--- src/design/dns_guard_pkg.sv ---
// shared widths, protocol constants and the receive beat view, imported by every guard module
`default_nettype none

package dns_guard_pkg;

	// stream geometry
	localparam int DATA_W = 64;
	localparam int KEEP_W = 8;

	// lookup interface to the hash table
	localparam int KEY_W  = 96;
	localparam int FLAG_W = 4;

	// beat index within a frame
	localparam int CNT_W = 10;

	localparam logic [15:0] ETH_FTYPE_IP  = 16'h0800;
	localparam logic [7:0]  IP_PROTO_UDP  = 8'h11;
	localparam logic [15:0] DNS_SERV_PORT = 16'd53;

	// only this flag removes a frame, anything else lets it through
	localparam logic [FLAG_W-1:0] VERDICT_DROP = 4'b0001;

	// one receive word seen as bytes or as 16-bit lanes
	// byte 0 sits in bits 7:0, lane 0 in bits 15:0
	typedef union packed {
		logic [KEEP_W-1:0][7:0]    bytes;
		logic [DATA_W/16-1:0][15:0] halves;
	} rx_beat_t;

endpackage

`default_nettype wire

--- src/design/beat_delay.sv ---
// fixed-length delay line for receive beats, covers the hash table lookup latency
`timescale 1ns/1ps
`default_nettype none

module beat_delay #(
	parameter int DELAY_STAGES = 12
) (
	input  wire                              clk156,
	input  wire                              eth_rst,
	input  wire                              in_valid,
	input  wire  [dns_guard_pkg::DATA_W-1:0] in_data,
	input  wire  [dns_guard_pkg::KEEP_W-1:0] in_keep,
	input  wire                              in_last,
	output logic                             dly_valid,
	output logic [dns_guard_pkg::DATA_W-1:0] dly_data,
	output logic [dns_guard_pkg::KEEP_W-1:0] dly_keep,
	output logic                             dly_last
);
	import dns_guard_pkg::*;

	logic [DELAY_STAGES-1:0] valid_sr;
	logic [DELAY_STAGES-1:0] last_sr;
	logic [DATA_W-1:0]       data_sr [DELAY_STAGES];
	logic [KEEP_W-1:0]       keep_sr [DELAY_STAGES];

	// stage 0 takes the input, last stage feeds the buffer
	always_ff @(posedge clk156) begin
		if (eth_rst) begin
			valid_sr <= '0;
			last_sr  <= '0;
			for (int i = 0; i < DELAY_STAGES; i++) begin
				data_sr[i] <= '0;
				keep_sr[i] <= '0;
			end
		end else begin
			valid_sr <= {valid_sr[DELAY_STAGES-2:0], in_valid};
			last_sr  <= {last_sr[DELAY_STAGES-2:0], in_last};
			data_sr[0] <= in_data;
			keep_sr[0] <= in_keep;
			for (int i = 1; i < DELAY_STAGES; i++) begin
				data_sr[i] <= data_sr[i-1];
				keep_sr[i] <= keep_sr[i-1];
			end
		end
	end

	assign dly_valid = valid_sr[DELAY_STAGES-1];
	assign dly_last  = last_sr[DELAY_STAGES-1];
	assign dly_data  = data_sr[DELAY_STAGES-1];
	assign dly_keep  = keep_sr[DELAY_STAGES-1];

endmodule

`default_nettype wire

--- config.mk ---
export PLATFORM = sky130hd
export DESIGN_NAME = beat_delay
export DESIGN_NICKNAME = d
export VERILOG_FILES = /design/src/design/dns_guard_pkg.sv /design/src/design/beat_delay.sv
export SDC_FILE = /design/constraint.sdc
export NUM_CORES = 1
export LEC_CHECK = 0
export BUFFER_PORTS_ARGS = -buffer_cell sky130_fd_sc_hd__buf_2
export CORE_ASPECT_RATIO = 1.25
export CORE_MARGIN = 10
export CORE_UTILIZATION = 40
export CTS_BUF_LIST = sky130_fd_sc_hd__clkbuf_16
export DETAILED_ROUTE_END_ITERATION = 7
export PLACE_DENSITY = 0.57
export SYNTH_ARGS = -nofsm -noshare
export SYNTH_HDL_FRONTEND = slang
export SYNTH_SLANG_ARGS = --single-unit
--- constraint.sdc ---
create_clock -name clk156 -period 2.6 [get_ports clk156]
set_input_delay 0.13 -clock clk156 [delete_from_list [all_inputs] [get_ports clk156]]
set_output_delay 0.13 -clock clk156 [all_outputs]
set_load 0.01 [all_outputs]
==> summary.txt <==
=================================================================================
Run status .........................................................    completed
Normalized max-slew margin .........................................       66.67%
Final Total Pwr ....................................................     25.17 mW
Floorplan die area .................................................   71,100 µm²
Leakage Power ......................................................     11.73 nW
Antenna violations before repair ...................................            0
Number of sinks handled by clock tree synthesis ....................          888
Tmin final .........................................................     1.335 ns
HPWL reported at the end of detailed placement .....................     17.06 mm
WP data required ...................................................      3.09 ns
Fraction of the mapped netlist area in adder cells .................           0%
Worst voltage drop across the vdd grid .............................    0.4783 mV
Core ar. ...........................................................   60,530 µm²
Type of element capturing the critical path ........................     register
Number of warnings issued by yosys .................................            0
Transition time of the tightest slew-check pin .....................    0.5000 ns
Net count reported at finish .......................................        2,195
Synthesized area divided by synthesized cell count .................    12.49 µm²
Iteration-0 DRC Markers ............................................          340
Total CTS buffers ..................................................           81
Diode insertion count for antenna repair ...........................            0
Count of pins over their slew limit ................................            0
Mux cell area share after synthesis ................................           0%
Count of cell types in the netlist .................................            5
CTS max path bufs ..................................................            3
Total Negative Setup Slacks ........................................         0 ns
Sequential share of the synthesized area ...........................       73.12%
Root buffer cell ...................................................    clkbuf_16
First-pass GRT wire length .........................................     49.78 mm
Number of violations of the max-capacitance limit ..................            0
Kind of start point of the critical path ...........................   input port
Synthesis-to-layout area growth ....................................       18.11%
Share of the synthesized area in compound gates (AO/OA/AOI/OAI) ....           0%
Routability congestion estimate from global placement ..............       0.6765
Cell area after synthesis ..........................................   24,310 µm²
Insertion delay to the later sink of the worst-skew pair ...........      0.60 ns
Residual DRC count .................................................            0
Hold violation count in the final report ...........................            0
Final setup vio count ..............................................            0
Worst r2r path cells ...............................................            1
Remaining global-route overflow ....................................            0
Fill count .........................................................        5,439
Number of setup buffers added after CTS ............................            0
GRT Resource Usage Total ...........................................       8.319%
Final antenna-violating net count ..................................            0
Instance area at placement .........................................   25,240 µm²
Wire length per cell after detailed routing ........................     9.879 µm
Cts hold-fix bufs ..................................................          100
Buffers added on ports .............................................          149
Via count ..........................................................       10,890
Average via count per standard cell ................................        3.691
Maximum number of pins on one net before global-route repair .......          126
Clock-pin slew on the worst setup and hold paths ...................      0.06 ns
Power density normalized to cell area .............................. 876.6 nW/µm²
Clk_skew ...........................................................  0.009209 ns
Hold crit path type ................................................    in -> reg
Synthesized-area fraction occupied by and/or/nand/nor cells ........       22.85%
Clock tree from TritonCTS ..........................................        built
Period utilization .................................................       51.35%
Number of H-tree branching levels ..................................            3
Number of global-route vias before repair ..........................       10,670
Number of instances in the synthesized netlist .....................        1,947
Number of I/O pins .................................................          150
Hold path cells ....................................................            3
WS Path Type .......................................................    in -> reg
Number of optimization iterations in the first detailed-route pass .            4
Post-CTS Resized ...................................................            0
Total of flip-flops plus latches after synthesis ...................          888
Layout Cell Area excl Fill .........................................   28,720 µm²
Effective utilization at floorplan .................................       40.16%
XOR/XNOR Fraction of Synth Area ....................................           0%
Total Routed Length ................................................     29.14 mm
Fraction of layout cells with a size suffix above 1 ................       12.49%
Maximum operating frequency ........................................   0.7490 GHz
Setup repair after global routing missed its margin ................           no
Die height .........................................................     295.6 µm
Row cnt ............................................................          101
Largest family of logic cells by synthesized area .................. simple AND/OR/NAND/NOR gates
Crit path DAT ......................................................      1.82 ns
Post-Synthesis Net Count ...........................................        2,023
Critical path peak fanout ..........................................           70
Most used cells in the layout excluding fill and tap cells ......... nor2b_1 (888), dfxtp_1 (888), buf_2 (148), dlygate4sd3_1 (100), clkbuf_16 (82)
Horiz. Die Dim .....................................................     240.5 µm
=================================================================================
[path summary, 6_finish.rpt]
check | startpoint | to | slack [ns]
max | eth_rst | data_sr[0][9] | 1.26
min | in_data[40] | data_sr[0][40] | 0.27
max reg2reg | data_sr[0][0] | data_sr[0][64] | 2.02
min reg2reg | data_sr[0][455] | data_sr[0][519] | 0.43
[sequential cells by signal, indices dropped and copies added (netlist names)]
| register | count |
|---|---|
| data_sr | 768 |
| keep_sr | 96 |
| last_sr | 12 |
| valid_sr | 12 |
[final cells by class]
class	count	area (µm²)	area share, %
clock inverter	60	425.4	1.481
clock buffer	82	2052	7.146
tap	772	965.9	3.364
timing repair buffer	260	1939	6.754
multi-input combinational	888	5555	19.35
sequential	888	17780	61.91
[synth_stat cells]
| master | count | area share, % |
|---|---|---|
| nor2b_1 | 888 | 23 |
| clkbuf_1 | 51 | 0.79 |
| buf_4 | 75 | 2.3 |
| dfxtp_1 | 888 | 73 |
| buf_2 | 45 | 0.93 |
[logic make-up after synthesis]
family        count (synthesis)
flops                       888
buf+inv                     171
simple gates                888
[worst max-delay path, cell delays in order]
cell and delay [ns]:
dlygate4sd3_1 0.56, buf_8 0.42, nor2b_1 0.10, dlygate4sd3_1 0.58
[layer usage]
layer | track usage [%] | vias up | share of wire (%)
li1 | - | 6095 | -
met1 | 10.81 | 4523 | 50
met2 | 11.86 | 202 | 40
met3 | 2.714 | 69 | 6.8
met4 | 4.975 | 0 | 3.2
met5 | 0 | - | 0
[metrics by stage]
| stage | setup slack [ns] | hold WS [ns] | util (%) | std cells |
|---|---|---|---|---|
| floorplan | 1.624 | 0.2582 | - | 1947 |
| global placement | 1.347 | 0.3397 | 41.69 | 2708 |
| detailed placement | 1.277 | 0.3418 | 41.69 | 2708 |
| CTS | 1.318 | 0.2255 | 47.44 | 2950 |
| global route | 1.176 | 0.2600 | 47.44 | 2950 |
| finish | 1.265 | 0.2726 | 47.44 | 2950 |
[power breakdown]
part | internal [mW] | leakage [nW] | total (mW) | switching (mW)
combinational | 0.265 | 3.26 | 0.526 | 0.260
sequential | 13.8 | 7.19 | 13.8 | 0.0335
clock | 6.14 | 1.28 | 10.8 | 4.68
Power figures use the tool's default switching activity.
