--- src/design/dns_guard_pkg.sv ---
// shared widths, protocol constants and the receive beat view, imported by every guard module
`default_nettype none

package dns_guard_pkg;

	// stream geometry
	localparam int DATA_W = 64;
	localparam int KEEP_W = 8;

	// lookup interface to the hash table
	localparam int KEY_W  = 96;
	localparam int FLAG_W = 4;

	// beat index within a frame
	localparam int CNT_W = 10;

	localparam logic [15:0] ETH_FTYPE_IP  = 16'h0800;
	localparam logic [7:0]  IP_PROTO_UDP  = 8'h11;
	localparam logic [15:0] DNS_SERV_PORT = 16'd53;

	// only this flag removes a frame, anything else lets it through
	localparam logic [FLAG_W-1:0] VERDICT_DROP = 4'b0001;

	// one receive word seen as bytes or as 16-bit lanes
	// byte 0 sits in bits 7:0, lane 0 in bits 15:0
	typedef union packed {
		logic [KEEP_W-1:0][7:0]    bytes;
		logic [DATA_W/16-1:0][15:0] halves;
	} rx_beat_t;

endpackage

`default_nettype wire

--- src/design/frame_parser.sv ---
// receive-side header parser, detects DNS responses and issues one hash table lookup per frame
`timescale 1ns/1ps
`default_nettype none

module frame_parser (
	input  wire                             clk156,
	input  wire                             eth_rst,
	input  wire                             rx_tvalid,
	input  wire dns_guard_pkg::rx_beat_t    rx_tdata,
	input  wire                             rx_tlast,
	output logic [dns_guard_pkg::KEY_W-1:0] lookup_key,
	output logic                            lookup_valid,
	output logic                            frame_end,
	output logic                            frame_looked_up
);
	import dns_guard_pkg::*;

	logic [CNT_W-1:0] rx_cnt;
	logic [15:0]      ftype;
	logic [7:0]       ip_proto;
	logic [31:0]      src_ip;
	logic [31:0]      dst_ip;
	logic [15:0]      src_port;
	logic [15:0]      dst_port;
	logic             dns_resp;
	logic             issue;
	logic             lookup_done;

	// lanes hold the first wire byte low, fields want network order
	function automatic logic [15:0] swap16(input logic [15:0] lane);
		return {lane[7:0], lane[15:8]};
	endfunction

	// valid from beat 5 on, fields are cleared at beat 0
	assign dns_resp = ftype == ETH_FTYPE_IP && ip_proto == IP_PROTO_UDP &&
		src_port == DNS_SERV_PORT;
	assign issue = rx_tvalid && dns_resp && rx_cnt == CNT_W'(7);
	assign lookup_key = {src_ip, dst_ip, dst_port, 16'h0000};

	// header capture by beat index
	always_ff @(posedge clk156) begin
		if (rx_tvalid) begin
			case (rx_cnt)
				CNT_W'(0): begin
					ftype    <= '0;
					ip_proto <= '0;
					src_ip   <= '0;
					dst_ip   <= '0;
					src_port <= '0;
					dst_port <= '0;
				end
				CNT_W'(1): ftype <= swap16(rx_tdata.halves[2]);
				CNT_W'(2): ip_proto <= rx_tdata.bytes[7];
				CNT_W'(3): begin
					src_ip <= {rx_tdata.bytes[2], rx_tdata.bytes[3],
						rx_tdata.bytes[4], rx_tdata.bytes[5]};
					dst_ip[31:16] <= {rx_tdata.bytes[6], rx_tdata.bytes[7]};
				end
				CNT_W'(4): begin
					dst_ip[15:0] <= swap16(rx_tdata.halves[0]);
					src_port     <= swap16(rx_tdata.halves[1]);
					dst_port     <= swap16(rx_tdata.halves[2]);
				end
				default: ;
			endcase
		end
	end

	always_ff @(posedge clk156) begin
		if (eth_rst) begin
			rx_cnt          <= '0;
			lookup_valid    <= 1'b0;
			lookup_done     <= 1'b0;
			frame_end       <= 1'b0;
			frame_looked_up <= 1'b0;
		end else begin
			lookup_valid    <= issue;
			frame_end       <= rx_tvalid && rx_tlast;
			// an 8-beat frame issues on its own last beat
			frame_looked_up <= rx_tvalid && rx_tlast && (lookup_done || issue);
			if (rx_tvalid) begin
				if (rx_tlast) begin
					rx_cnt      <= '0;
					lookup_done <= 1'b0;
				end else begin
					// hold at the top so very long frames never reissue
					if (rx_cnt != '1)
						rx_cnt <= rx_cnt + 1'b1;
					if (issue)
						lookup_done <= 1'b1;
				end
			end
		end
	end

endmodule

`default_nettype wire

--- config.mk ---
export PLATFORM = sky130hd
export DESIGN_NAME = frame_parser
export DESIGN_NICKNAME = d
export VERILOG_FILES = /design/src/design/dns_guard_pkg.sv /design/src/design/frame_parser.sv
export SDC_FILE = /design/constraint.sdc
export NUM_CORES = 1
export LEC_CHECK = 0
export ABC_AREA = 1
export ABC_CLOCK_PERIOD_IN_PS = 9700
export BUFFER_PORTS_ARGS = -buffer_cell sky130_fd_sc_hd__buf_4
export CORE_MARGIN = 2
export CORE_UTILIZATION = 56
export DETAILED_ROUTE_END_ITERATION = 8
export PLACE_DENSITY = 0.95
export SETUP_SLACK_MARGIN = 0.2
export SLEW_MARGIN = 20
export SYNTH_ARGS = -nofsm -noshare
export SYNTH_HDL_FRONTEND = slang
export SYNTH_SLANG_ARGS = --single-unit
--- constraint.sdc ---
create_clock -name clk156 -period 9.7 [get_ports clk156]
set_input_delay 1.455 -clock clk156 [delete_from_list [all_inputs] [get_ports clk156]]
set_output_delay 1.455 -clock clk156 [all_outputs]
set_load 0.05 [all_outputs]
==> metrics <==
Worst-Skew Late Latency 0.53 ns; post-cts sizing count 0; nets@finish between 700 and 800; Final min period around 2.9 ns; maximum VDD drop 0.000129 V; # IOs roughly 170; outcome completed; vias in the first global route 4,277; port bufs 150; slew at the pin closest to its max-slew limit 0.925 ns; Pwr Total 1.51 mW; Clock Sinks around 130; number of setup buffers added after CTS 0; fmax roughly 0.35 GHz; first-pass GRT wire length between 20,000 and 25,000 µm; Layout Skew approximately 0.009 ns; commonest cells after routing, fill and taps aside nor2_1 (167), buf_4 (154), edfxtp_1 (120), inv_1 (100), nand2_1 (43); max-slew violation count 0; share of layout cells above drive strength 1 ~30%; Starting Density 58.2%; Max-Cap Viols 0; worst min path class flip-flop to flip-flop; Layout Cell Area excl Fill 0.00748 mm²; initial antenna violation count 0; hold buffers post-CTS 0; Filler cells 580; final period utilization 29.6%; Ant. Diodes 0; final setup violation count 0; Post-Synthesis Cells approximately 530; Critical Path Start Type primary input; CTS clk-pin slew, worst paths ~0.060 ns; pwr dens around 200 mW/mm²; Root Driver clkbuf_8; Mapped Area between 0.005 and 0.006 mm²; ANT nets after route 0; DRC 0; clk buf depth 2; largest net degree at the start of global routing 49; Rows 36; Die Height between 100 and 150 µm; synth unique cells 25; GRT Total Usage about 25%; Worst EP arrival ~3.0 ns; YS warnings 0; Seq/Total Area, Yosys between 60 and 70%; Crit. End Element flip-flop; Leak Pwr approximately 3.4 nW; 1st-iter DRT viols roughly 360; Vias approximately 4,200; CTS Buf Count 17; GR Overflow Total 0; flops & latches, synth 134; Final Hold Fails 0; Post-DP Area ~0.0069 mm²; crit path kind primary input to flip-flop; RSZ-0062 raised after global routing no; 1st-pass router iterations 6; most common library cell in the layout ignoring fill and taps nor2_1; H-tree depth 4; syn avg cell area between 10 and 15 µm²; Area Overhead vs Synth 30.9%; slew margin rel. a little under two fifths; die area 0.0110 mm²; Final TNS setup 0 ns; chip width about 100 µm; RePlAce Congestion 0.911; wire per inst approximately 16 µm; vias per cell roughly 5; Worst Path Max Fanout 42; core area approximately 0.0098 mm²; DRT Wirelength 13,700 µm; CTS tree done; data required time of the critical path about 10 ns; HPWL Detailed slightly below 9000 µm
synth_stat cells:
| cell | number | area [µm²] |
|---|---|---|
| a21oi_1 | 10 | 50.1 |
| buf_2 | 2 | 10.0 |
| buf_4 | 16 | 120 |
| buf_6 | 4 | 45.0 |
| buf_8 | 1 | 15.0 |
| clkbuf_1 | 5 | 18.8 |
| conb_1 | 1 | 3.75 |
| dfxtp_1 | 14 | 280 |
| edfxtp_1 | 120 | 3600 |
| ha_1 | 4 | 50.1 |
| inv_1 | 100 | 375 |
| nand2_1 | 44 | 165 |
| nand2_2 | 4 | 25.0 |
| nand3_1 | 9 | 45.0 |
| nand3_2 | 3 | 30.0 |
| nand3b_1 | 1 | 7.51 |
| nand4_1 | 4 | 25.0 |
| nor2_1 | 167 | 627 |
| nor2_2 | 1 | 6.26 |
| nor2_4 | 12 | 135 |
| nor3_1 | 3 | 15.0 |
| nor3_4 | 1 | 16.3 |
| nor4_1 | 1 | 6.26 |
| o21ai_0 | 6 | 30.0 |
| o21ai_1 | 1 | 5.00 |
logic make-up after synthesis:
| group | after synthesis | synth area share [%] |
|---|---|---|
| AOI/OAI and AO/OA | 17 | 1.49 |
| adders and majority gates | 4 | 0.876 |
| DFF | 134 | 68.0 |
| buffers and inverters | 128 | 10.2 |
| other | 1 | 0.0657 |
| and+or+nand+nor | 250 | 19.3 |
routing by layer:
metal	up-vias	wire length, µm	GRT usage (%)
met5	-	0	0
met4	0	494	12.0
met3	50	1130	7.49
met2	264	7140	43.6
met1	1964	4910	29.3
li1	1966	-	-
worst max-delay path, cell delays in order:
cell and delay [ns]:
buf_4 0.13, inv_1 0.13, nor4_2 0.70, buf_4 0.58
cell type report:
cell class	instances	area (µm²)	share of cell area, %
Tap cell	133	166	2.23
Multi-Input combinational cell	287	1320	17.6
Clock buffer	18	418	5.59
Clock inverter	14	159	2.13
Timing Repair Buffer	154	1160	15.5
Sequential cell	134	3880	51.9
Inverter	100	375	5.02
metrics by stage:
step	hold slack, ns	utilization, %	instances	setup WS [ns]
6_report	0.461	76.1	840	6.83
5_1_grt	0.484	76.1	840	6.68
4_1_cts	0.465	76.1	840	6.83
3_5_place_dp	0.455	70.3	808	6.28
3_3_place_gp	0.441	70.3	808	6.36
2_1_floorplan	0.431	-	549	2.98
registers in the layout (all words and copies together) (netlist names):
register,cells
dst_ip,32
src_ip,32
dst_port,16
ftype,16
src_port,16
rx_cnt,10
ip_proto,8
frame_end,1
frame_looked_up,1
lookup_done,1
lookup_valid,1
power breakdown:
group          internal, mW  switching, mW
logic                0.0546          0.149
clock network         0.388          0.236
registers             0.667         0.0136
total                  1.11          0.398
worst paths after layout:
check / from / endpoint / slack (ns) / depth (start not counted)
setup reg to reg: rx_cnt[0] / dst_ip[20] / 7.07 / 7
hold / removal: lookup_done / frame_looked_up / 0.46 / 2
hold reg to reg: lookup_done / frame_looked_up / 0.46 / 2
setup / recovery: rx_tvalid / src_port[13] / 6.83 / 4
Note: power is estimated with default switching activity, not from simulation.
