<file path="src/design/dns_guard_pkg.sv">
// shared widths, protocol constants and the receive beat view, imported by every guard module
`default_nettype none

package dns_guard_pkg;

	// stream geometry
	localparam int DATA_W = 64;
	localparam int KEEP_W = 8;

	// lookup interface to the hash table
	localparam int KEY_W  = 96;
	localparam int FLAG_W = 4;

	// beat index within a frame
	localparam int CNT_W = 10;

	localparam logic [15:0] ETH_FTYPE_IP  = 16'h0800;
	localparam logic [7:0]  IP_PROTO_UDP  = 8'h11;
	localparam logic [15:0] DNS_SERV_PORT = 16'd53;

	// only this flag removes a frame, anything else lets it through
	localparam logic [FLAG_W-1:0] VERDICT_DROP = 4'b0001;

	// one receive word seen as bytes or as 16-bit lanes
	// byte 0 sits in bits 7:0, lane 0 in bits 15:0
	typedef union packed {
		logic [KEEP_W-1:0][7:0]    bytes;
		logic [DATA_W/16-1:0][15:0] halves;
	} rx_beat_t;

endpackage

`default_nettype wire

</file>
<file path="src/design/verdict_queue.sv">
// per-frame decision queue, pairs in-order verdicts with frames and rules at each delayed frame end
`timescale 1ns/1ps
`default_nettype none

module verdict_queue #(
	parameter int QUEUE_ADDR_W = 4
) (
	input  wire                              clk156,
	input  wire                              eth_rst,
	input  wire                              frame_end,
	input  wire                              frame_looked_up,
	input  wire                              verdict_valid,
	input  wire  [dns_guard_pkg::FLAG_W-1:0] verdict_flag,
	input  wire                              dly_valid,
	input  wire                              dly_last,
	output logic                             frame_drop
);
	import dns_guard_pkg::*;

	localparam int DEPTH = 2**QUEUE_ADDR_W;

	logic [DEPTH-1:0]        q_looked;
	logic [DEPTH-1:0]        q_has_v;
	logic [DEPTH-1:0]        q_drop;
	logic [QUEUE_ADDR_W-1:0] wr_ptr;
	logic [QUEUE_ADDR_W-1:0] rd_ptr;
	logic [QUEUE_ADDR_W-1:0] tgt;
	logic [QUEUE_ADDR_W-1:0] idx;
	logic [QUEUE_ADDR_W:0]   count;
	logic [QUEUE_ADDR_W:0]   skip_cnt;
	logic found, v_live, v_drop, pop, expire, skip_dec;
	logic pend_valid, pend_drop;

	// oldest looked-up entry still waiting for its verdict
	always_comb begin
		found = 1'b0;
		tgt   = rd_ptr;
		idx   = rd_ptr;
		for (int i = 0; i < DEPTH; i++) begin
			idx = rd_ptr + QUEUE_ADDR_W'(i);
			if (!found && i < count && q_looked[idx] && !q_has_v[idx]) begin
				found = 1'b1;
				tgt   = idx;
			end
		end
	end

	// verdicts of frames that already left fail-open are swallowed first
	assign v_live   = verdict_valid && skip_cnt == '0;
	assign skip_dec = verdict_valid && skip_cnt != '0;
	assign v_drop   = verdict_flag == VERDICT_DROP;
	assign pop      = dly_valid && dly_last && count != '0;
	// a verdict on the pop cycle still counts for the head
	assign frame_drop = pop && (q_has_v[rd_ptr] ? q_drop[rd_ptr] :
		q_looked[rd_ptr] && v_live && v_drop);
	assign expire = pop && q_looked[rd_ptr] && !q_has_v[rd_ptr] && !v_live;

	always_ff @(posedge clk156) begin
		if (v_live && found) begin
			q_has_v[tgt] <= 1'b1;
			q_drop[tgt]  <= v_drop;
		end
		// verdict may beat the frame end, it waits in pend until the push
		if (frame_end) begin
			q_looked[wr_ptr] <= frame_looked_up;
			q_has_v[wr_ptr]  <= frame_looked_up && (pend_valid || (v_live && !found));
			q_drop[wr_ptr]   <= pend_valid ? pend_drop : v_drop;
		end
	end

	always_ff @(posedge clk156) begin
		if (eth_rst) begin
			wr_ptr     <= '0;
			rd_ptr     <= '0;
			count      <= '0;
			skip_cnt   <= '0;
			pend_valid <= 1'b0;
			pend_drop  <= 1'b0;
		end else begin
			if (frame_end) begin
				wr_ptr     <= wr_ptr + 1'b1;
				pend_valid <= 1'b0;
			end else if (v_live && !found) begin
				pend_valid <= 1'b1;
				pend_drop  <= v_drop;
			end
			if (pop)
				rd_ptr <= rd_ptr + 1'b1;
			if (frame_end && !pop)
				count <= count + 1'b1;
			else if (!frame_end && pop)
				count <= count - 1'b1;
			if (expire && !skip_dec)
				skip_cnt <= skip_cnt + 1'b1;
			else if (!expire && skip_dec)
				skip_cnt <= skip_cnt - 1'b1;
		end
	end

endmodule

`default_nettype wire

</file>
<file path="config.mk">
export PLATFORM = sky130hd
export DESIGN_NAME = verdict_queue
export DESIGN_NICKNAME = d
export VERILOG_FILES = /design/src/design/dns_guard_pkg.sv /design/src/design/verdict_queue.sv
export SDC_FILE = /design/constraint.sdc
export NUM_CORES = 1
export LEC_CHECK = 0
export ABC_AREA = 1
export BUFFER_PORTS_ARGS = -buffer_cell sky130_fd_sc_hd__buf_4
export CORE_MARGIN = 2
export CORE_UTILIZATION = 65
export DETAILED_ROUTE_END_ITERATION = 8
export PLACE_DENSITY = 0.87
export SLEW_MARGIN = 20
export SYNTH_ARGS = -nofsm -noshare
export SYNTH_HDL_FRONTEND = slang
export SYNTH_SLANG_ARGS = --single-unit
</file>
<file path="constraint.sdc">
create_clock -name clk156 -period 5.9 [get_ports clk156]
set_input_delay 0.59 -clock clk156 [delete_from_list [all_inputs] [get_ports clk156]]
set_output_delay 0.59 -clock clk156 [all_outputs]
set_load 0.01 [all_outputs]
</file>
==> results_dict.tcl <==
set metrics [dict create \
    core_mm2 0.009284 \
    p_leak_nw 3.223 \
    drtAntennaViolNets 0 \
    syn_inst 1042 \
    grt_pass1_vias 5990 \
    timing.rr.end "q_drop[4]" \
    yosysWarnings 0 \
    hold_violations 0 \
    crit_required_ns 6.15 \
    multi_input_area_mm2 0.004061 \
    pwr_density_cell_mw_per_mm2 517.5 \
    grt_pass1_wl_um 30360 \
    rr_startpoint "rd_ptr[1]" \
    grt_max_degree 47 \
    worst_pin_slew_ns 0.7965 \
    clkSinkCount 68 \
    mostFrequentLayoutCells "nand2_1, nand3_1, inv_1, nor2_1, a21oi_1" \
    dieArea_mm2 0.01045 \
    ctsResizeCount 0 \
    std_cell_rows 35 \
    drc 0 \
    slew_violations 0 \
    synth_area_leaders "nand2_1, dfxtp_1, nand3_1, edfxtp_1, inv_1" \
    routed_wl_um 19170 \
    synth_top_area_cell "nand2_1" \
    wl_per_cell_um 16.41 \
    setup_tns_ns 0 \
    maxCapViolCount 0 \
    synth_nets 1073 \
    synth-seq-area-share 0.2425 \
    syn_area_per_cell_um2 6.021 \
    root_buffer "clkbuf_8" \
    crit_arrival_ns 5.44 \
    cts_tree "built" \
    skew_ns 0.01652 \
    layout_commonest_cell "nand2_1" \
    rsz0062_at_grt "no" \
    seqCellArea_mm2 0.001523 \
    rrSetupSlack_ns 0.72 \
    cts_buffer_depth 2 \
    layout_min_cycle_time_ns 5.184 \
    crit_path_start_kind "register" \
    ys_ff_latch 68 \
    synth_flop_cell "dfxtp_1" \
    fin_ws_ns 0.7162 \
    post_cts_buffers 0 \
    synth_top_cell_area_share 0.1998 \
    end_kind "register" \
    slew_headroom 0.4684 \
    grtUsageTotal 0.3783 \
    synth_edf_count 16 \
    hpwlAfterDp_um 14410 \
    worstSkewPairLatency_ns 0.35 \
    layout-drive-gt1-share 0.07315 \
    max_stage_delay_ns 0.75 \
    ctsHoldBuffers 0 \
    yosysUniqueCellTypes 52 \
    diodes 0 \
    cts_buffers 9 \
    status "finished clean" \
    reg2reg_depth 28 \
    drtPass1Iterations 8 \
    vias 6907 \
    via_per_inst 5.914 \
    grt.overflow.total 0 \
    port_buffers 11 \
    cts_htree_levels 3 \
    finalNetCount 1065 \
    critPathMostFrequentCell "nand2_1" \
    die_h_um 102.2 \
    ir_drop_mv 0.3458 \
    crit_start "rd_ptr[1]" \
    max_freq_mhz 192.9 \
    die_width_um 102.2 \
    fin_crit_sh 0.8786 \
    cts.clk_slew.worst_paths_ns 0.09 \
    hp-class "input port to register" \
    crit_path_max_fanout 22 \
    gp_congestion 0.9796 \
    power_mw 3.384 \
    netlist_area_mm2 0.006274 \
    drt-initial-drc-count 721 \
    antenna_found_initial 0 \
    fill_cells 868 \
    syn_to_final_growth_pct 4.228 \
    synthArstFlopShare 0 \
    finalSetupViolations 0 \
    initial_core_util 0.6757 \
    crit_slowest_cell "dfxtp_1" \
    place_ws_ns 0.8758 \
    ios 12 \
    critical_path.endpoint "q_drop[4]" \
    critical_path_class "register to register" \
]
[worst min path at each step]
stage,end,slack [ns],from,cells after the start
3_3_place_gp,pend_drop,0.45,pend_drop,2
3_5_place_dp,pend_drop,0.47,pend_drop,2
4_1_cts,pend_drop,0.47,eth_rst,2
2_1_floorplan,pend_drop,0.43,pend_drop,2
6_report,pend_drop,0.48,eth_rst,2
5_1_grt,pend_drop,0.47,eth_rst,2
[Yosys cell counts, types with 3 or more instances]
master,count
nand3_1,160
a21oi_4,3
nor2_4,5
and3_1,4
o21ai_1,9
nand2_1,334
edfxtp_1,16
buf_2,12
nand2_2,7
clkbuf_1,7
buf_4,10
inv_1,112
ha_1,19
inv_2,4
a21oi_1,52
nor2_1,92
buf_6,6
xnor2_1,4
nand4_1,29
xor2_1,6
nor3_1,8
dfxtp_1,52
o21ai_0,41
nand4_2,3
o211ai_1,6
nand3_2,6
[logic make-up (layout without fill, tap and decap cells)]
group | after synthesis | in the layout | share of synthesized area
buffers and inverters | 156 | 153 | 0.1111
AOI/OAI and AO/OA | 127 | 127 | 0.1177
adders and majority gates | 20 | 20 | 0.04109
DFF | 68 | 68 | 0.2425
xor gates and xnor gates | 12 | 12 | 0.01915
and+or+nand+nor | 659 | 659 | 0.4685
[layer usage]
| metal | routed length [um] | up-vias | global-route usage |
|---|---|---|---|
| met3 | 1978 | 58 | 0.06361 |
| met4 | 959 | 0 | 0.1764 |
| met1 | 7944 | 3061 | 0.5159 |
| met2 | 8285 | 382 | 0.5865 |
| met5 | 0 | - | 0 |
| li1 | - | 3406 | - |
[layout make-up]
type,count,area share
clock inverter,4,0.004210
tap,129,0.02468
sequential,68,0.2329
timing repair buffer,19,0.02181
clock buffer,12,0.02717
multi-input combinational,818,0.6211
inverter,118,0.06812
[state kept, by name (all words and copies together), names as in the netlist]
register    cells
count           5
pend_drop       1
pend_valid      1
q_drop         16
q_has_v        16
q_looked       16
rd_ptr          4
skip_cnt        5
wr_ptr          4
[report_power, final]
| group | switching, mW | internal, mW | total, mW |
|---|---|---|---|
| Clock | 0.195 | 0.205 | 0.400 |
| Combinational | 1.57 | 0.663 | 2.23 |
| Sequential | 0.144 | 0.609 | 0.753 |
[critical path, delay by kind of cell, from the launching register on]
| kind | cells | cell delay (ns) |
|---|---|---|
| and+or+nand+nor | 21 | 2.48 |
| AOI/OAI and AO/OA | 2 | 0.83 |
| DFF | 1 | 0.75 |
| buffers and inverters | 4 | 0.68 |
| adders and majority gates | 1 | 0.31 |
[through the flow]
stage                     utilization  std cells  instance area, um^2  hold WS, ns
after floorplan                     -       1042                 6274       0.4331
after global placement         0.6822       1152                 6334       0.4537
final                          0.7043       1168                 6539       0.4789
after global routing           0.7043       1168                 6539       0.4708
after CTS                      0.7043       1168                 6539       0.4738
after detailed placement       0.6822       1152                 6334       0.4690
Power figures use the tool's default switching activity.
