## config.mk

```make
export PLATFORM = sky130hd
export DESIGN_NAME = tx_frame_buffer
export DESIGN_NICKNAME = d
export VERILOG_FILES = /design/src/design/dns_guard_pkg.sv /design/src/design/tx_frame_buffer.sv
export SDC_FILE = /design/constraint.sdc
export NUM_CORES = 2
export LEC_CHECK = 0
export ABC_AREA = 0
export BUFFER_PORTS_ARGS = -buffer_cell sky130_fd_sc_hd__buf_2
export CAP_MARGIN = 20
export CORE_ASPECT_RATIO = 2
export CORE_UTILIZATION = 60
export CTS_CLUSTER_DIAMETER = 200
export CTS_CLUSTER_SIZE = 10
export DETAILED_ROUTE_END_ITERATION = 12
export GPL_TIMING_DRIVEN = 0
export PLACE_DENSITY_LB_ADDON = 0.05
export SYNTH_ARGS = -nofsm -noshare
export SYNTH_HDL_FRONTEND = slang
export SYNTH_MEMORY_MAX_BITS = 65536
export SYNTH_SLANG_ARGS = --single-unit
```

## constraint.sdc

```tcl
create_clock -name clk156 -period 7.9 [get_ports clk156]
set_input_delay 0.79 -clock clk156 [delete_from_list [all_inputs] [get_ports clk156]]
set_output_delay 0.79 -clock clk156 [all_outputs]
set_load 0.02 [all_outputs]
```

## src/design/dns_guard_pkg.sv

```systemverilog
// shared widths, protocol constants and the receive beat view, imported by every guard module
`default_nettype none

package dns_guard_pkg;

	// stream geometry
	localparam int DATA_W = 64;
	localparam int KEEP_W = 8;

	// lookup interface to the hash table
	localparam int KEY_W  = 96;
	localparam int FLAG_W = 4;

	// beat index within a frame
	localparam int CNT_W = 10;

	localparam logic [15:0] ETH_FTYPE_IP  = 16'h0800;
	localparam logic [7:0]  IP_PROTO_UDP  = 8'h11;
	localparam logic [15:0] DNS_SERV_PORT = 16'd53;

	// only this flag removes a frame, anything else lets it through
	localparam logic [FLAG_W-1:0] VERDICT_DROP = 4'b0001;

	// one receive word seen as bytes or as 16-bit lanes
	// byte 0 sits in bits 7:0, lane 0 in bits 15:0
	typedef union packed {
		logic [KEEP_W-1:0][7:0]    bytes;
		logic [DATA_W/16-1:0][15:0] halves;
	} rx_beat_t;

endpackage

`default_nettype wire

```

## src/design/tx_frame_buffer.sv

```systemverilog
// transmit frame store, commits or rewinds whole frames and drains them on a valid/ready stream
`timescale 1ns/1ps
`default_nettype none

module tx_frame_buffer #(
	parameter int BUF_ADDR_W = 6
) (
	input  wire                              clk156,
	input  wire                              eth_rst,
	input  wire                              wr_valid,
	input  wire  [dns_guard_pkg::DATA_W-1:0] wr_data,
	input  wire  [dns_guard_pkg::KEEP_W-1:0] wr_keep,
	input  wire                              wr_last,
	input  wire                              frame_drop,
	input  wire                              tx_tready,
	output logic                             tx_tvalid,
	output logic [dns_guard_pkg::DATA_W-1:0] tx_tdata,
	output logic [dns_guard_pkg::KEEP_W-1:0] tx_tkeep,
	output logic                             tx_tlast
);
	import dns_guard_pkg::*;

	localparam int DEPTH  = 2**BUF_ADDR_W;
	localparam int WORD_W = DATA_W + KEEP_W + 1;

	logic [WORD_W-1:0] mem [DEPTH];

	// one extra bit on each pointer tells full from empty
	logic [BUF_ADDR_W:0] wr_ptr;
	logic [BUF_ADDR_W:0] cmt_ptr;
	logic [BUF_ADDR_W:0] rd_ptr;
	logic ovf;
	logic full;
	logic wr_en;
	logic rewind;

	assign full = wr_ptr[BUF_ADDR_W] != rd_ptr[BUF_ADDR_W] &&
		wr_ptr[BUF_ADDR_W-1:0] == rd_ptr[BUF_ADDR_W-1:0];
	assign wr_en  = wr_valid && !full && !ovf;
	// a beat lost to a full store spoils the whole frame
	assign rewind = frame_drop || ovf || full;

	// reader only sees committed frames
	assign tx_tvalid = rd_ptr != cmt_ptr;
	assign {tx_tlast, tx_tkeep, tx_tdata} = mem[rd_ptr[BUF_ADDR_W-1:0]];

	always_ff @(posedge clk156) begin
		if (wr_en)
			mem[wr_ptr[BUF_ADDR_W-1:0]] <= {wr_last, wr_keep, wr_data};
	end

	always_ff @(posedge clk156) begin
		if (eth_rst) begin
			wr_ptr  <= '0;
			cmt_ptr <= '0;
			rd_ptr  <= '0;
			ovf     <= 1'b0;
		end else begin
			if (tx_tvalid && tx_tready)
				rd_ptr <= rd_ptr + 1'b1;
			if (wr_valid) begin
				if (wr_last) begin
					ovf <= 1'b0;
					if (rewind) begin
						wr_ptr <= cmt_ptr;
					end else begin
						wr_ptr  <= wr_ptr + 1'b1;
						cmt_ptr <= wr_ptr + 1'b1;
					end
				end else if (full || ovf) begin
					// held until the frame's last beat
					ovf <= 1'b1;
				end else begin
					wr_ptr <= wr_ptr + 1'b1;
				end
			end
		end
	end

endmodule

`default_nettype wire

```

==> flow_metrics.env <==
export IMPL_result_of_the_run="complete, but fails checks"
export IMPL_violations_in_the_final_reports="max-slew violations"
export IMPL_design_area_mm2=0.206
export IMPL_clock_sinks=4700
export IMPL_worst_clock_skew_ps=35.8
export IMPL_hold_path_startpoint="eth_rst"
export IMPL_ioPinCount=152
export IMPL_asyncSetResetFlopFracSynth_pct=0
export IMPL_p_per_area_mw_per_mm2=267
export IMPL_synth_seq_cells=4700
export IMPL_starting_density_pct=60.3
export IMPL_synth_top_cell_area_share_pct=78.9
export IMPL_tritoncts="done"
export IMPL_via_per_inst=7.46
export IMPL_via_count=93200
export IMPL_period_needed_ps=7380
export IMPL_grt_pass1_vias=94500
export IMPL_nets=8652
export IMPL_unrepaired_setup_endpoints_after_global_routing="no"
export IMPL_buffer_ports_inserted=151
export IMPL_final_setup_worst_slack_ps=518
export IMPL_holdBufCountCts=0
export IMPL_die_area_mm2=0.299
export IMPL_synth_yosys_seq_area_share_pct=79.2
export IMPL_die_x_um=387
export IMPL_totalWireLength_mm=595
export IMPL_pre_cts_slack_ps=1730
export IMPL_number_of_library_cell_types_mapped_by_synthesis=52
export IMPL_drtAntennaViolNets=0
export IMPL_worstHoldPathType="input port to register"
export IMPL_timing_rr_start="wr_ptr[0]"
export IMPL_syn_instance_count=7499
export IMPL_postCtsSetupBuffers=0
export IMPL_floorplan_core_area_mm2=0.295
export IMPL_worstSetupEndpointType="output pin"
export IMPL_rows=282
export IMPL_slew_headroom_pct=-4.71
export IMPL_wl_per_cell_um=47.7
export IMPL_drc=0
export IMPL_arrival_ps=6590
export IMPL_drt_pre_antenna_iters=9
export IMPL_power_ir_vdd_worst_v=0.000252
export IMPL_worst_pin_slew_ps=1570
export IMPL_first_pass_grt_wire_length_mm=790
export IMPL_timing_final_max_slew_violations=1
export IMPL_path_max_fanout=10
export IMPL_final_setup_tns_ps=0
export IMPL_setup_viol=0
export IMPL_timing_final_crit_share_pct=93.4
export IMPL_syn2layout_area_growth_pct=15.9
export IMPL_max_clock_path_buffers=4
export IMPL_power_static_leakage_nw=63.3
export IMPL_die_height_um=772
export IMPL_cts_buffers_inserted=543
export IMPL_synth_top_cells_by_count="sky130_fd_sc_hd__edfxtp_1 (4672), sky130_fd_sc_hd__mux4_2 (1168), sky130_fd_sc_hd__a21oi_1 (215), sky130_fd_sc_hd__clkbuf_1 (195), sky130_fd_sc_hd__mux2i_1 (161)"
export IMPL_drive_above_1_share_pct=30.0
export IMPL_groute_usage_overall_pct=40.2
export IMPL_worst_setup_path_type="register to output pin"
export IMPL_synth_avg_cell_area_um2=23.7
export IMPL_largest_area_contributor_in_the_netlist="sky130_fd_sc_hd__edfxtp_1"
export IMPL_drt_iter0_drc=14000
export IMPL_detailedPlacementHpwl_mm=412
export IMPL_synthesis_area_mm2=0.178
export IMPL_required_ps=7110
export IMPL_synth_ff_type="sky130_fd_sc_hd__edfxtp_1"
export IMPL_worstSkewPairLatency_ps=950
export IMPL_pin_count_of_the_biggest_net_entering_global_routing=73
export IMPL_number_of_enable_type_register_cells_in_the_synthesized_netlist=4672
export IMPL_post_synthesis_net_count=7579
export IMPL_worst_setup_hold_path_clk_slew_ps=60
export IMPL_ys_top_cells_by_area="sky130_fd_sc_hd__edfxtp_1 (79%), sky130_fd_sc_hd__mux4_2 (15%), sky130_fd_sc_hd__mux2i_1 (0.91%), sky130_fd_sc_hd__a221oi_1 (0.73%), sky130_fd_sc_hd__a21oi_1 (0.61%)"
export IMPL_timing_critical_path_from_type="register"
export IMPL_p_total_w=0.0551
export IMPL_finalCoreUtilization_pct=69.9
export IMPL_ys_warn_count=0
export IMPL_cts_resized=0
export IMPL_hold_viol_final=0
export IMPL_h_tree_depth=6
export IMPL_clock_fmax_ghz=0.135
export IMPL_antenna_found_initial=36
export IMPL_cap_viol_max_count=0
export IMPL_grt_overflow=0
export IMPL_post_dp_cell_area_mm2=0.191
export IMPL_globalplace_congestion=0.866
export IMPL_synth_most_common_cell="sky130_fd_sc_hd__edfxtp_1"
export IMPL_clk_root_buffer_cell="sky130_fd_sc_hd__clkbuf_16"
## registers in the layout, summed over array words and instances (netlist names), named ones only
signal / count
mem: 4672
cmt_ptr: 7
rd_ptr: 7
wr_ptr: 7
ovf: 1
## per-layer routing
layer	wire [um]	vias to the layer above	track usage [%]	part of all wire, %
li1	-	34400	-	-
met4	64300	8	35.7	11
met2	295000	7264	66.4	50
met1	177000	49400	44.4	30
met5	63	-	0	0.011
met3	59300	2089	8.12	10
## placed cells by master (no fill, tap or decap), types with 96 or more instances in the layout
| master | n |
|---|---|
| sky130_fd_sc_hd__a21oi_1 | 215 |
| sky130_fd_sc_hd__a221oi_1 | 149 |
| sky130_fd_sc_hd__buf_12 | 280 |
| sky130_fd_sc_hd__buf_2 | 284 |
| sky130_fd_sc_hd__clkbuf_1 | 189 |
| sky130_fd_sc_hd__clkbuf_16 | 565 |
| sky130_fd_sc_hd__edfxtp_1 | 4672 |
| sky130_fd_sc_hd__mux2i_1 | 161 |
| sky130_fd_sc_hd__mux4_2 | 1168 |
| sky130_fd_sc_hd__o221ai_1 | 98 |
| sky130_fd_sc_hd__o22ai_1 | 96 |
## where the power goes
group	internal, W	switching (W)
clock	0.0126	0.00925
sequential	0.0275	0.0000225
combinational	0.00233	0.00335
total	0.0424	0.0126
## through the flow
| step | hold WS [ps] | std cells |
|---|---|---|
| finish | 131 | 12500 |
| global route | 143 | 12500 |
| detailed placement | 516 | 11800 |
| CTS | 101 | 12400 |
| floorplan | 484 | 7499 |
| global placement | 496 | 11500 |
## critical path, cell delays in order, from the launching register on
cell,delay [ps]
sky130_fd_sc_hd__dfxtp_1,300
sky130_fd_sc_hd__buf_4,300
sky130_fd_sc_hd__buf_2,850
sky130_fd_sc_hd__buf_2,690
sky130_fd_sc_hd__buf_2,510
sky130_fd_sc_hd__nand3_1,910
sky130_fd_sc_hd__o221ai_1,680
sky130_fd_sc_hd__a21oi_1,80
sky130_fd_sc_hd__a21oi_1,610
sky130_fd_sc_hd__a221oi_1,330
sky130_fd_sc_hd__buf_2,280
## area by class of cell
cell class	count	area [um^2]
antenna	30	75.1
buffer	435	2190
clock buffer	584	14200
clock inverter	19	208
fill	17400	88700
inverter	8	30.0
multi-input combinational	2356	35200
sequential	4700	141000
tap	3834	4800
timing repair buffer	528	8380
## worst paths after layout
| kind | slack, ps | cells after the start | endpoint |
|---|---|---|---|
| max | 520 | 10 | tx_tdata[2] |
| min | 130 | 3 | rd_ptr[6] |
| max reg2reg | 3290 | 9 | mem[21][65] |
| min reg2reg | 530 | 2 | cmt_ptr[0] |
## kinds of logic after synthesis
group	after synthesis	synth area share, %
and+or+nand+nor	230	0.612
adders and majority gates	2	0.0141
AOI/OAI and AO/OA	771	3.07
xor gates and xnor gates	24	0.118
muxes	1329	15.7
DFF	4700	79.2
buffers and inverters	443	1.23
Power figures use the tool's default switching activity.
